$ cat config.mk
export PLATFORM = sky130hd
export DESIGN_NAME = periph_regs
export DESIGN_NICKNAME = d
export VERILOG_FILES = /design/src/mcu_pkg.sv /design/src/periph_regs.sv
export SDC_FILE = /design/constraint.sdc
export NUM_CORES = 1
export LEC_CHECK = 0
export BUFFER_PORTS_ARGS = -buffer_cell sky130_fd_sc_hd__buf_2
export CORE_ASPECT_RATIO = 0.9
export CORE_MARGIN = 2
export CORE_UTILIZATION = 25
export DETAILED_ROUTE_END_ITERATION = 8
export GPL_ROUTABILITY_DRIVEN = 0
export MAX_ROUTING_LAYER = met4
export PLACE_DENSITY = 0.47
export SETUP_SLACK_MARGIN = 0.15
export SKIP_CTS_REPAIR_TIMING = 1
export SLEW_MARGIN = 10
export SYNTH_ARGS = -nofsm -noshare
export SYNTH_HDL_FRONTEND = slang
export SYNTH_SLANG_ARGS = --single-unit
$ cat constraint.sdc
create_clock -name clk_i -period 1 [get_ports clk_i]
set_input_delay 0.1 -clock clk_i [delete_from_list [all_inputs] [get_ports clk_i]]
set_output_delay 0.1 -clock clk_i [all_outputs]
set_load 0.01 [all_outputs]
$ cat src/mcu_pkg.sv
// --------------------
// mini mcu package
// bus sizes, memory map, register indices, address views
// --------------------

package mcu_pkg;

  localparam int DATA_W = 32;

  localparam int NUM_MASTERS = 2;
  localparam int MASTER_W = $clog2(NUM_MASTERS);

  // queue depth is also the credit count after reset
  localparam int REQ_QUEUE_DEPTH = 2;
  localparam int QPTR_W = $clog2(REQ_QUEUE_DEPTH);
  localparam int QCNT_W = $clog2(REQ_QUEUE_DEPTH + 1);

  localparam int MEM_WORDS = 256;
  localparam int MEM_IDX_W = 8;

  localparam int REGION_W = 4;
  localparam int REG_IDX_W = 4;
  localparam int BYTE_OFF_W = 2;

  localparam logic [REGION_W-1:0] REGION_RAM = 4'h0;
  localparam logic [REGION_W-1:0] REGION_PERIPH = 4'h2;

  localparam logic [REG_IDX_W-1:0] REG_EXIT = 4'd0;
  localparam logic [REG_IDX_W-1:0] REG_GPIO_OUT = 4'd1;
  localparam logic [REG_IDX_W-1:0] REG_GPIO_EN = 4'd2;
  localparam logic [REG_IDX_W-1:0] REG_GPIO_IN = 4'd3;

  // one address word, seen by the RAM or by the register block
  typedef union packed {
    struct packed {
      logic [REGION_W-1:0]                                 region;
      logic [DATA_W-REGION_W-MEM_IDX_W-BYTE_OFF_W-1:0]     rsvd;
      logic [MEM_IDX_W-1:0]                                word_idx;
      logic [BYTE_OFF_W-1:0]                               byte_off;
    } ram;
    struct packed {
      logic [REGION_W-1:0]                                 region;
      logic [DATA_W-REGION_W-REG_IDX_W-BYTE_OFF_W-1:0]     rsvd;
      logic [REG_IDX_W-1:0]                                reg_idx;
      logic [BYTE_OFF_W-1:0]                               byte_off;
    } per;
  } bus_addr_u;

endpackage

$ cat src/periph_regs.sv
// --------------------
// peripheral registers
// exit value and GPIO block
// --------------------

module periph_regs (
  input  logic                            clk_i,
  input  logic                            arst_n_i,

  input  logic                            per_req_i,
  input  logic                            per_we_i,
  input  logic [mcu_pkg::REG_IDX_W-1:0]   per_sel_i,
  input  logic [mcu_pkg::DATA_W-1:0]      per_wdata_i,
  output logic [mcu_pkg::DATA_W-1:0]      per_rdata_o,

  output logic [mcu_pkg::DATA_W-1:0]      exit_value_o,
  output logic                            exit_valid_o,

  input  logic [mcu_pkg::DATA_W-1:0]      gpio_i,
  output logic [mcu_pkg::DATA_W-1:0]      gpio_o,
  output logic [mcu_pkg::DATA_W-1:0]      gpio_en_o
);

  logic [mcu_pkg::DATA_W-1:0] exit_value_q;
  logic                       exit_valid_q;
  logic [mcu_pkg::DATA_W-1:0] gpio_out_q;
  logic [mcu_pkg::DATA_W-1:0] gpio_en_q;
  logic [mcu_pkg::DATA_W-1:0] gpio_meta_q;
  logic [mcu_pkg::DATA_W-1:0] gpio_sync_q;
  logic [mcu_pkg::DATA_W-1:0] rdata_q;

  always_ff @(posedge clk_i or negedge arst_n_i) begin
    if (!arst_n_i) begin
      exit_value_q <= '0;
      exit_valid_q <= 1'b0;
      gpio_out_q   <= '0;
      gpio_en_q    <= '0;
      gpio_meta_q  <= '0;
      gpio_sync_q  <= '0;
    end else begin
      // two-flop input synchroniser
      gpio_meta_q <= gpio_i;
      gpio_sync_q <= gpio_meta_q;
      if (per_req_i && per_we_i) begin
        case (per_sel_i)
          mcu_pkg::REG_EXIT: begin
            exit_value_q <= per_wdata_i;
            exit_valid_q <= 1'b1;
          end
          mcu_pkg::REG_GPIO_OUT: gpio_out_q <= per_wdata_i;
          mcu_pkg::REG_GPIO_EN:  gpio_en_q  <= per_wdata_i;
          default: ;
        endcase
      end
    end
  end

  // read data one cycle after the request
  always_ff @(posedge clk_i) begin
    if (per_req_i && !per_we_i) begin
      case (per_sel_i)
        mcu_pkg::REG_EXIT:     rdata_q <= exit_value_q;
        mcu_pkg::REG_GPIO_OUT: rdata_q <= gpio_out_q;
        mcu_pkg::REG_GPIO_EN:  rdata_q <= gpio_en_q;
        mcu_pkg::REG_GPIO_IN:  rdata_q <= gpio_sync_q;
        default:               rdata_q <= '0;
      endcase
    end
  end

  assign per_rdata_o  = rdata_q;
  assign exit_value_o = exit_value_q;
  assign exit_valid_o = exit_valid_q;
  assign gpio_o       = gpio_out_q;
  assign gpio_en_o    = gpio_en_q;

  a_exit_sticky : assert property (@(posedge clk_i) disable iff (!arst_n_i)
    exit_valid_o |=> exit_valid_o);

endmodule

==> impl_metrics.tcl <==
set metrics [dict create \
    post-synth-top-area-cell "dfrtp_1" \
    cp.arrival_ps 1030 \
    layout-drive-gt1-share_pct 56.1 \
    die_h_um 163 \
    drt_iter0_markers 242 \
    vdd_drop_max_v 0.00109 \
    hold_viol 0 \
    netlist_area_um2 7060 \
    power.leakage_uw 0.00518 \
    slowest_delay_ps 440 \
    maxCapViolCount 0 \
    grt_pass1_vias 4786 \
    hold_path.class "primary input to asynchronous set/reset pin" \
    antenna_found_initial 0 \
    grt.total_usage_pct 13.9 \
    synth_enable_flop_cells 32 \
    max_slew_margin_pct 75.6 \
    cp.required_ps 900 \
    finalCritPeriodShare_pct 113 \
    initial_utilization_pct 25.4 \
    clock_latency_ps 440 \
    ys_types 20 \
    core_um2 27900 \
    fmax_mhz 884 \
    setup_ws_ps -132 \
    syn_avg_cell_area_um2 16.9 \
    critPathTopFamily "flip-flops" \
    drtAntennaViolNets 0 \
    cp_slowest_cell "dfrtp_1" \
    hpwlAfterDp_mm 13.3 \
    drt_pass1_iterations 5 \
    cp_max_fo 3 \
    num_antenna_cells 0 \
    cts_buffers 17 \
    synth_seq_cells 193 \
    die_area_um2 29600 \
    rsz0062_at_grt "yes" \
    p_per_area_nw_per_um2 1910 \
    syn_inst 418 \
    crit_path_end_kind "primary output" \
    ios 201 \
    synth_nets 490 \
    status "complete, but fails checks" \
    cts_tree "built" \
    synthTopCellsByCount "161 x dfrtp_1, 94 x mux2_2, 32 x a22oi_1, 32 x edfxtp_1, 32 x mux2i_1" \
    numPortBuffers 200 \
    async_flop_share_pct 83.4 \
    synth_warnings 0 \
    final_nets 829 \
    yosysMostFrequentCell "dfrtp_1" \
    clock_skew_ps 12.9 \
    via_per_inst 4.32 \
    grt_pass1_wl_mm 29.6 \
    wl_per_cell_um 18.6 \
    setup.worst_path.class "flip-flop to primary output" \
    worstPathCellList "buf_2" \
    clkSlewWorstSetupHoldPaths_ps 70 \
    grt_remaining_overflow 0 \
    preCtsSetupSlack_ps -448 \
    synth_top_area_share_pct 57.0 \
    drc 0 \
    max_slew.worst_pin.slew_ps 366 \
    critical_path_buf_inv_count 1 \
    totalWireLength_mm 21.0 \
    area_growth_syn_to_layout_pct 53.7 \
    post-route-cell-area_um2 10900 \
    maxSlewViolCount 0 \
    cts_root_buf "clkbuf_16" \
    vias 4886 \
    std_cell_rows 58 \
    setup_viol_count_final 138 \
    setup-tns-final_ps -10130 \
    place_area_um2 8830 \
    fin_crit_ps 1130 \
    cts.sinks 193 \
    cp-start-kind "flip-flop" \
    die_w_um 181 \
    violations "setup timing" \
    htree_levels 4 \
    synth_area_leaders "dfrtp_1 57%, mux2_2 15%, edfxtp_1 14%" \
    grt_max_degree 37 \
    post-route-util_pct 39.0 \
    cts_max_path_buffers 2 \
    synthFlopType "dfrtp_1" \
    synth_seq_area_share_pct 70.6 \
]
[cell type report]
class	count	area (um^2)
Fill cell	2677	17000
Sequential cell	193	4990
Timing Repair Buffer	342	2700
Multi-Input combinational cell	203	2130
Clock buffer	21	470
Tap cell	360	450
Clock inverter	11	119
[worst paths after layout]
kind,cells past startpoint,from,end,slack (ps)
max in group asynchronous,3,arst_n_i,gpio_meta_q[28],340
worst max-delay path,1,gpio_en_o[3],gpio_en_o[3],-130
worst min-delay path,2,arst_n_i,gpio_meta_q[5],120
min in group clk_i,4,per_we_i,per_rdata_o[10],250
worst max register to register,3,gpio_o[28],per_rdata_o[28],-60
worst min register to register,0,gpio_meta_q[6],gpio_sync_q[6],340
[per-layer routing]
layer / up-vias / global-route usage [%] / share of wire, %
li1: 2208 / - / -
met1: 2514 / 18.0 / 45
met2: 149 / 21.2 / 48
met3: 15 / 3.95 / 5.4
met4: 0 / 4.18 / 1.1
met5: - / - / 0
[stage by stage]
| step | hold slack (ps) | power, uW | cells |
|---|---|---|---|
| after floorplan | -196 | 11100 | 418 |
| after global placement | 25.2 | 12700 | 989 |
| after detailed placement | 26.6 | 12800 | 989 |
| after CTS | -456 | 19800 | 1021 |
| after global routing | 116 | 21700 | 1130 |
| final | 119 | 20800 | 1130 |
[worst reg2reg max path, delay by kind of cell, from the launching register on]
kind | cells | cell delay, ps
DFF | 1 | 420
AOI/OAI and AO/OA | 2 | 220
buffers and inverters | 1 | 150
[cells in the final DEF, fill, tap and decap left out, types with 18 or more instances in the layout]
master,count
buf_2,177
dfrtp_1,161
mux2_2,74
dlygate4sd3_1,65
buf_6,53
o21ai_1,32
edfxtp_1,32
mux2i_1,31
buf_4,29
mux2_4,22
a22oi_2,19
clkbuf_16,18
[cells by family after synthesis]
group | count (synthesis) | synth area share (%)
mux | 128 | 19.8
simple gates | 11 | 1.56
flops | 193 | 70.6
compound gates | 64 | 5.67
buf+inv | 22 | 2.30
[state kept, by name, summed over array words and instances, names as in the netlist]
name and count:
exit_value_o 32, gpio_sync_q 32, gpio_o 32, per_rdata_o 32
gpio_en_o 32, exit_valid_o 1, gpio_meta_q 32
[power by group]
part           switching, uW  total, uW  internal [uW]
clock network           3240       6950           3710
registers                762       9730           8960
logic                   1680       4090           2410
No activity file was read; power rests on OpenSTA's default activity.
