$ cat config.mk
export PLATFORM = sky130hd
export DESIGN_NAME = system_bus
export DESIGN_NICKNAME = d
export VERILOG_FILES = /design/src/mcu_pkg.sv /design/src/bus_arbiter.sv /design/src/system_bus.sv
export SDC_FILE = /design/constraint.sdc
export NUM_CORES = 1
export LEC_CHECK = 0
export BUFFER_PORTS_ARGS = -buffer_cell sky130_fd_sc_hd__buf_2
export CAP_MARGIN = 5
export CELL_PAD_IN_SITES_DETAIL_PLACEMENT = 1
export CELL_PAD_IN_SITES_GLOBAL_PLACEMENT = 1
export CORE_AREA = 2 2 160 224
export DETAILED_ROUTE_END_ITERATION = 6
export DIE_AREA = 0 0 162 226
export PLACE_DENSITY_LB_ADDON = 0.1
export SYNTH_ARGS = -nofsm -noshare
export SYNTH_HDL_FRONTEND = slang
export SYNTH_SLANG_ARGS = --single-unit
$ cat constraint.sdc
create_clock -name clk_i -period 8.3 [get_ports clk_i]
set_input_delay 0 -clock clk_i [delete_from_list [all_inputs] [get_ports clk_i]]
set_output_delay 0 -clock clk_i [all_outputs]
set_load 0.01 [all_outputs]
$ cat src/mcu_pkg.sv
// --------------------
// mini mcu package
// bus sizes, memory map, register indices, address views
// --------------------

package mcu_pkg;

  localparam int DATA_W = 32;

  localparam int NUM_MASTERS = 2;
  localparam int MASTER_W = $clog2(NUM_MASTERS);

  // queue depth is also the credit count after reset
  localparam int REQ_QUEUE_DEPTH = 2;
  localparam int QPTR_W = $clog2(REQ_QUEUE_DEPTH);
  localparam int QCNT_W = $clog2(REQ_QUEUE_DEPTH + 1);

  localparam int MEM_WORDS = 256;
  localparam int MEM_IDX_W = 8;

  localparam int REGION_W = 4;
  localparam int REG_IDX_W = 4;
  localparam int BYTE_OFF_W = 2;

  localparam logic [REGION_W-1:0] REGION_RAM = 4'h0;
  localparam logic [REGION_W-1:0] REGION_PERIPH = 4'h2;

  localparam logic [REG_IDX_W-1:0] REG_EXIT = 4'd0;
  localparam logic [REG_IDX_W-1:0] REG_GPIO_OUT = 4'd1;
  localparam logic [REG_IDX_W-1:0] REG_GPIO_EN = 4'd2;
  localparam logic [REG_IDX_W-1:0] REG_GPIO_IN = 4'd3;

  // one address word, seen by the RAM or by the register block
  typedef union packed {
    struct packed {
      logic [REGION_W-1:0]                                 region;
      logic [DATA_W-REGION_W-MEM_IDX_W-BYTE_OFF_W-1:0]     rsvd;
      logic [MEM_IDX_W-1:0]                                word_idx;
      logic [BYTE_OFF_W-1:0]                               byte_off;
    } ram;
    struct packed {
      logic [REGION_W-1:0]                                 region;
      logic [DATA_W-REGION_W-REG_IDX_W-BYTE_OFF_W-1:0]     rsvd;
      logic [REG_IDX_W-1:0]                                reg_idx;
      logic [BYTE_OFF_W-1:0]                               byte_off;
    } per;
  } bus_addr_u;

endpackage

$ cat src/bus_arbiter.sv
// --------------------
// bus arbiter
// credit queues per master, round-robin grant
// --------------------

module bus_arbiter (
  input  logic                           clk_i,
  input  logic                           arst_n_i,

  input  logic                           m0_req_i,
  input  logic                           m0_we_i,
  input  logic [mcu_pkg::DATA_W-1:0]     m0_addr_i,
  input  logic [mcu_pkg::DATA_W-1:0]     m0_wdata_i,
  output logic                           m0_credit_o,

  input  logic                           m1_req_i,
  input  logic                           m1_we_i,
  input  logic [mcu_pkg::DATA_W-1:0]     m1_addr_i,
  input  logic [mcu_pkg::DATA_W-1:0]     m1_wdata_i,
  output logic                           m1_credit_o,

  output logic                           gnt_valid_o,
  output logic [mcu_pkg::MASTER_W-1:0]   gnt_master_o,
  output logic                           gnt_we_o,
  output logic [mcu_pkg::DATA_W-1:0]     gnt_addr_o,
  output logic [mcu_pkg::DATA_W-1:0]     gnt_wdata_o
);

  logic [mcu_pkg::NUM_MASTERS-1:0] req;
  logic [mcu_pkg::NUM_MASTERS-1:0] we_in;
  logic [mcu_pkg::DATA_W-1:0]      addr_in  [mcu_pkg::NUM_MASTERS];
  logic [mcu_pkg::DATA_W-1:0]      wdata_in [mcu_pkg::NUM_MASTERS];

  logic [mcu_pkg::NUM_MASTERS-1:0] not_empty;
  logic [mcu_pkg::NUM_MASTERS-1:0] pop;
  logic [mcu_pkg::NUM_MASTERS-1:0] head_we;
  logic [mcu_pkg::DATA_W-1:0]      head_addr  [mcu_pkg::NUM_MASTERS];
  logic [mcu_pkg::DATA_W-1:0]      head_wdata [mcu_pkg::NUM_MASTERS];

  logic [mcu_pkg::MASTER_W-1:0] rr_q;
  logic [mcu_pkg::MASTER_W-1:0] gnt_sel;

  assign req         = {m1_req_i, m0_req_i};
  assign we_in       = {m1_we_i, m0_we_i};
  assign addr_in[0]  = m0_addr_i;
  assign addr_in[1]  = m1_addr_i;
  assign wdata_in[0] = m0_wdata_i;
  assign wdata_in[1] = m1_wdata_i;

  for (genvar m = 0; m < mcu_pkg::NUM_MASTERS; m++) begin : g_queue
    logic                       q_we    [mcu_pkg::REQ_QUEUE_DEPTH];
    logic [mcu_pkg::DATA_W-1:0] q_addr  [mcu_pkg::REQ_QUEUE_DEPTH];
    logic [mcu_pkg::DATA_W-1:0] q_wdata [mcu_pkg::REQ_QUEUE_DEPTH];
    logic [mcu_pkg::QPTR_W-1:0] wr_ptr;
    logic [mcu_pkg::QPTR_W-1:0] rd_ptr;
    logic [mcu_pkg::QCNT_W-1:0] count;

    // pointers wrap on their own since the depth is a power of two
    always_ff @(posedge clk_i or negedge arst_n_i) begin
      if (!arst_n_i) begin
        wr_ptr <= '0;
        rd_ptr <= '0;
        count  <= '0;
      end else begin
        if (req[m]) wr_ptr <= wr_ptr + 1'b1;
        if (pop[m]) rd_ptr <= rd_ptr + 1'b1;
        case ({req[m], pop[m]})
          2'b10:   count <= count + 1'b1;
          2'b01:   count <= count - 1'b1;
          default: count <= count;
        endcase
      end
    end

    always_ff @(posedge clk_i) begin
      if (req[m]) begin
        q_we[wr_ptr]    <= we_in[m];
        q_addr[wr_ptr]  <= addr_in[m];
        q_wdata[wr_ptr] <= wdata_in[m];
      end
    end

    assign not_empty[m]  = (count != '0);
    assign head_we[m]    = q_we[rd_ptr];
    assign head_addr[m]  = q_addr[rd_ptr];
    assign head_wdata[m] = q_wdata[rd_ptr];
    assign pop[m]        = gnt_valid_o && (gnt_sel == m);

    // a full queue only takes a push when it pops in the same cycle
    a_no_overflow : assert property (@(posedge clk_i) disable iff (!arst_n_i)
      req[m] |-> (count < mcu_pkg::REQ_QUEUE_DEPTH) || pop[m]);

    // a credit only goes back for an entry that leaves the queue
    a_credit_with_grant : assert property (@(posedge clk_i) disable iff (!arst_n_i)
      pop[m] |-> (count != '0));
  end

  // alternate when both wait, otherwise take whichever is ready
  always_comb begin
    if (&not_empty) gnt_sel = rr_q;
    else            gnt_sel = not_empty[1];
  end

  always_ff @(posedge clk_i or negedge arst_n_i) begin
    if (!arst_n_i) rr_q <= '0;
    else if (gnt_valid_o) rr_q <= ~gnt_sel;
  end

  assign gnt_valid_o  = |not_empty;
  assign gnt_master_o = gnt_sel;
  assign gnt_we_o     = head_we[gnt_sel];
  assign gnt_addr_o   = head_addr[gnt_sel];
  assign gnt_wdata_o  = head_wdata[gnt_sel];

  assign m0_credit_o = pop[0];
  assign m1_credit_o = pop[1];

endmodule

$ cat src/system_bus.sv
// --------------------
// system bus
// decode, slave routing, response steering
// --------------------

module system_bus (
  input  logic                            clk_i,
  input  logic                            arst_n_i,

  input  logic                            m0_req_i,
  input  logic                            m0_we_i,
  input  logic [mcu_pkg::DATA_W-1:0]      m0_addr_i,
  input  logic [mcu_pkg::DATA_W-1:0]      m0_wdata_i,
  output logic                            m0_credit_o,
  output logic                            m0_rvalid_o,
  output logic [mcu_pkg::DATA_W-1:0]      m0_rdata_o,
  output logic                            m0_err_o,

  input  logic                            m1_req_i,
  input  logic                            m1_we_i,
  input  logic [mcu_pkg::DATA_W-1:0]      m1_addr_i,
  input  logic [mcu_pkg::DATA_W-1:0]      m1_wdata_i,
  output logic                            m1_credit_o,
  output logic                            m1_rvalid_o,
  output logic [mcu_pkg::DATA_W-1:0]      m1_rdata_o,
  output logic                            m1_err_o,

  output logic                            ram_req_o,
  output logic                            ram_we_o,
  output logic [mcu_pkg::MEM_IDX_W-1:0]   ram_idx_o,
  output logic [mcu_pkg::DATA_W-1:0]      ram_wdata_o,
  input  logic [mcu_pkg::DATA_W-1:0]      ram_rdata_i,

  output logic                            per_req_o,
  output logic                            per_we_o,
  output logic [mcu_pkg::REG_IDX_W-1:0]   per_sel_o,
  output logic [mcu_pkg::DATA_W-1:0]      per_wdata_o,
  input  logic [mcu_pkg::DATA_W-1:0]      per_rdata_i
);

  logic                         gnt_valid;
  logic [mcu_pkg::MASTER_W-1:0] gnt_master;
  logic                         gnt_we;
  mcu_pkg::bus_addr_u           gnt_addr;
  logic [mcu_pkg::DATA_W-1:0]   gnt_wdata;

  logic is_ram;
  logic is_per;

  // slaves answer one cycle after the grant
  logic                         rsp_valid_q;
  logic [mcu_pkg::MASTER_W-1:0] rsp_master_q;
  logic                         rsp_err_q;
  logic                         rsp_ram_q;
  logic                         rsp_we_q;
  logic [mcu_pkg::DATA_W-1:0]   rsp_rdata;

  bus_arbiter bus_arbiter_i (
    .clk_i       (clk_i),
    .arst_n_i    (arst_n_i),
    .m0_req_i    (m0_req_i),
    .m0_we_i     (m0_we_i),
    .m0_addr_i   (m0_addr_i),
    .m0_wdata_i  (m0_wdata_i),
    .m0_credit_o (m0_credit_o),
    .m1_req_i    (m1_req_i),
    .m1_we_i     (m1_we_i),
    .m1_addr_i   (m1_addr_i),
    .m1_wdata_i  (m1_wdata_i),
    .m1_credit_o (m1_credit_o),
    .gnt_valid_o (gnt_valid),
    .gnt_master_o(gnt_master),
    .gnt_we_o    (gnt_we),
    .gnt_addr_o  (gnt_addr),
    .gnt_wdata_o (gnt_wdata)
  );

  assign is_ram = gnt_valid && (gnt_addr.ram.region == mcu_pkg::REGION_RAM);
  assign is_per = gnt_valid && (gnt_addr.per.region == mcu_pkg::REGION_PERIPH);

  assign ram_req_o   = is_ram;
  assign ram_we_o    = gnt_we;
  assign ram_idx_o   = gnt_addr.ram.word_idx;
  assign ram_wdata_o = gnt_wdata;

  assign per_req_o   = is_per;
  assign per_we_o    = gnt_we;
  assign per_sel_o   = gnt_addr.per.reg_idx;
  assign per_wdata_o = gnt_wdata;

  always_ff @(posedge clk_i or negedge arst_n_i) begin
    if (!arst_n_i) begin
      rsp_valid_q  <= 1'b0;
      rsp_master_q <= '0;
      rsp_err_q    <= 1'b0;
      rsp_ram_q    <= 1'b0;
      rsp_we_q     <= 1'b0;
    end else begin
      rsp_valid_q  <= gnt_valid;
      rsp_master_q <= gnt_master;
      rsp_err_q    <= gnt_valid && !is_ram && !is_per;
      rsp_ram_q    <= is_ram;
      rsp_we_q     <= gnt_we;
    end
  end

  // writes and unmapped accesses return zero
  assign rsp_rdata = (rsp_err_q || rsp_we_q) ? '0 :
                     (rsp_ram_q ? ram_rdata_i : per_rdata_i);

  assign m0_rvalid_o = rsp_valid_q && (rsp_master_q == 1'b0);
  assign m1_rvalid_o = rsp_valid_q && (rsp_master_q == 1'b1);
  assign m0_err_o    = m0_rvalid_o && rsp_err_q;
  assign m1_err_o    = m1_rvalid_o && rsp_err_q;
  assign m0_rdata_o  = rsp_rdata;
  assign m1_rdata_o  = rsp_rdata;

  // each grant ends in exactly one rvalid, on the granted master
  a_one_rvalid : assert property (@(posedge clk_i) disable iff (!arst_n_i)
    gnt_valid |=> $onehot({m1_rvalid_o, m0_rvalid_o})
                  && (m1_rvalid_o == $past(gnt_master)));

endmodule

==> impl_metrics.csv <==
group,metric,value,unit
die,fp.dieH,226,microns
clocking,postCtsSetupBuffers,0,
detailed_routing,drtIter0Drc,163,
clocking,clkLatencyLatePin,0.45,ns
clocking,clk_path_buf_depth,2,
final_layout,final_layout_size_suffix_gt1_frac,0.412,
die,die_w,162,microns
run_status,status,"complete, no violations",
placed_design,port_buffers,307,
grt,grt_pass1_vias,6005,
worst_setup_path,cp_max_fo,46,
timing,setup_viol,0,
synth,ys.flop_type,"edfxtp_1",
worst_setup_path,crit_arrival,2.67,ns
die,core,0.0347,sq mm
clocking,cts.htree.levels,4,
job,maxCapViolCount,0,
placed_design,gp_congestion,0.939,
timing,slew_violations,0,
die,core.rowCount,81,
clocking,cts_tree,"built",
detailed_routing,drc,0,
clocking,cts_buffers,17,
worst_setup_path,crit_family,"flip-flops",
worst_setup_path,crit_chain,"nor4b_2 -> o221ai_1 -> o21ai_1 -> buf_2",
clocking,cts.sinks,194,
final_layout,area_growth,34.4,%
synth,syn-cell-area,0.00854,sq mm
final_layout,multi_input_area,0.00208,sq mm
synth,syn_nets,727,
clocking,cts-root-buf,"clkbuf_16",
hold_path,hp-class,"in -> async",
worst_setup_path,startpoint,"bus_arbiter_i.g_queue[0].rd_ptr",
worst_setup_path,slowest_delay,1.07,ns
grt,grt_use_total,0.133,
placed_design,place_ws,6.02,ns
worst_setup_path,path_class,"reg -> out",
timing,period_needed,2.67,ns
power,vdd_ir_drop_max,0.000221,V
power,finalPower,0.00389,W
synth,synth-edff-count,180,
worst_setup_path,path_depth,4,
detailed_routing,firstDrtPassIters,6,
synth,synth_warnings,0,
synth,syn_area_per_cell,16.2,sq um
worst_setup_path,rr_endpoint,"rsp_ram_q",
worst_setup_path,reg2reg_from,"bus_arbiter_i.g_queue[0].rd_ptr",
timing,finalCritPeriodShare,0.321,
timing,tns,0,ns
timing,fin_ws,5.63,ns
timing,skew,0.00859,ns
timing,hold_viol,0,
final_layout,regArea,0.00576,sq mm
detailed_routing,wl,24300,microns
detailed_routing,ant_nets,0,
synth,synth.distinct_cells,35,
timing,max_freq,0.375,GHz
worst_setup_path,rr_worst_depth,3,
worst_setup_path,startpoint_type,"register",
detailed_routing,num_vias,5553,
grt,grt-ovfl-total,0,
worst_setup_path,cp-end-kind,"output pin",
power,p_leak,4.80,nW
die,dieArea,0.0366,sq mm
detailed_routing,vias_per_cell,4.18,
worst_setup_path,path_buf_inv,1,
worst_setup_path,r2r_setup_slack,6.16,ns
synth,ys_seq_area_frac,0.674,
die,start_util,0.246,
final_layout,fillers,3772,
clocking,clk_pin_slew,0.07,ns
final_layout,nNetsFinal,1058,
timing,rsz0062_at_grt,"no",
synth,synth-seq-cells,194,
grt,grt_pass1_wl,35100,microns
worst_setup_path,required,8.30,ns
synth,async_flop_share,0.0722,
synth,syn_inst,527,
detailed_routing,avgRoutedWirePerCell,18.3,microns
placed_design,dp_hpwl,15900,microns
die,ios,348,
worst_setup_path,crit_end,"ram_req_o",
power,power_density,339,mW/mm^2
final_layout,utilization,0.331,
timing,worstMarginPinSlew,0.986,ns
grt,grt_max_degree,47,
grt,antenna_found_initial,2,
timing,slew_headroom,0.343,
worst_setup_path,slowest_stage,"dfrtp_4",
[cell families (layout without fill, tap and decap cells)]
group / after synthesis / count (layout) / synth area share
DFF: 194 / 194 / 0.674
muxes: 158 / 158 / 0.185
buffers and inverters: 96 / 440 / 0.0840
and+or+nand+nor: 57 / 57 / 0.0333
AOI/OAI and AO/OA: 10 / 10 / 0.00997
xor gates and xnor gates: 10 / 10 / 0.0103
adders and majority gates: 2 / 2 / 0.00293
other: 0 / 1 / 0
[layout by cell type (no fill, tap or decap), drive strengths merged, types with 2 or more instances in the layout]
cell         Yosys  final
and2             3      3
buf             88    311
clkbuf           4     18
clkinv           0      5
clkinvlp         0      4
dfrtp           14     14
dlygate4sd3      0     93
edfxtp         180    180
ha               2      2
inv              4      9
mux2i          157    157
nand2            5      5
nor2            40     40
nor4             3      3
nor4b            2      2
o21ai            2      2
or2              2      2
xnor2            5      5
xor2             5      5
[where the power goes]
part	internal, W	total, W	switching [W]	leakage [nW]
combinational	0.000697	0.00159	0.000896	2.70
sequential	0.00131	0.00154	0.000230	1.85
clock	0.000386	0.000761	0.000375	0.252
[repair_timing]
| action | 4_1_cts | 5_1_grt |
|---|---|---|
| hold buffers | 93 | 0 |
| setup endpoints to repair | 0 | 0 |
| hold endpoints to repair | 196 | 0 |
| resized for setup | 0 | 0 |
[state kept, by name, summed over array words and instances (netlist names)]
register and cells:
bus_arbiter_i.g_queue.q_wdata 128, rsp_master_q 1, bus_arbiter_i.g_queue.q_addr 48, rsp_valid_q 1
bus_arbiter_i.rr_q 1, bus_arbiter_i.g_queue.q_we 4, bus_arbiter_i.g_queue.wr_ptr 2, bus_arbiter_i.g_queue.count 4
rsp_err_q 1, rsp_ram_q 1, bus_arbiter_i.g_queue.rd_ptr 2, rsp_we_q 1
[layer usage]
layer,vias to the layer above,routed length (microns),track usage
met5,-,13,0
met4,2,467,0.0522
met3,22,1510,0.0329
met2,227,13900,0.265
met1,2743,8450,0.128
li1,2559,-,-
[through the flow]
step                area, sq um  cells  hold WS (ns)
finish                    11500   1328        0.0377
global route              11500   1328        0.0598
CTS                       11500   1327        0.0167
detailed placement        10000   1202       -0.0355
global placement          10000   1202       -0.0477
floorplan                  8540    527        -0.296
[synth_stat cells (2+ instances only)]
library cell,n,share of area
edfxtp_1,180,0.63
mux2i_1,157,0.18
buf_4,70,0.062
nor2_1,40,0.018
dfrtp_1,14,0.041
buf_2,13,0.0076
xnor2_1,5,0.0051
xor2_1,5,0.0051
buf_12,4,0.0094
clkbuf_1,4,0.0018
nand2_1,4,0.0018
and2_1,3,0.0022
inv_1,3,0.0013
ha_1,2,0.0029
nor4_2,2,0.0029
nor4b_2,2,0.0035
[final cells by class]
type	count	area share
sequential	194	0.503
timing repair buffer	404	0.218
multi-input combinational	237	0.182
tap	456	0.0497
clock buffer	18	0.0374
clock inverter	14	0.00916
inverter	4	0.00175
antenna	1	0.000218
[how the worst min path moves through the flow]
| stage | startpoint | slack, ns | to |
|---|---|---|---|
| 5_1_grt | arst_n_i | 0.06 | bus_arbiter_i.rr_q |
| 3_3_place_gp | arst_n_i | -0.05 | bus_arbiter_i.g_queue[0].wr_ptr |
| 2_1_floorplan | arst_n_i | -0.30 | bus_arbiter_i.g_queue[0].count[0] |
| 3_5_place_dp | arst_n_i | -0.04 | rsp_we_q |
| 4_1_cts | arst_n_i | 0.02 | bus_arbiter_i.rr_q |
| 6_report | arst_n_i | 0.04 | bus_arbiter_i.g_queue[0].wr_ptr |
Power figures use the tool's default switching activity.
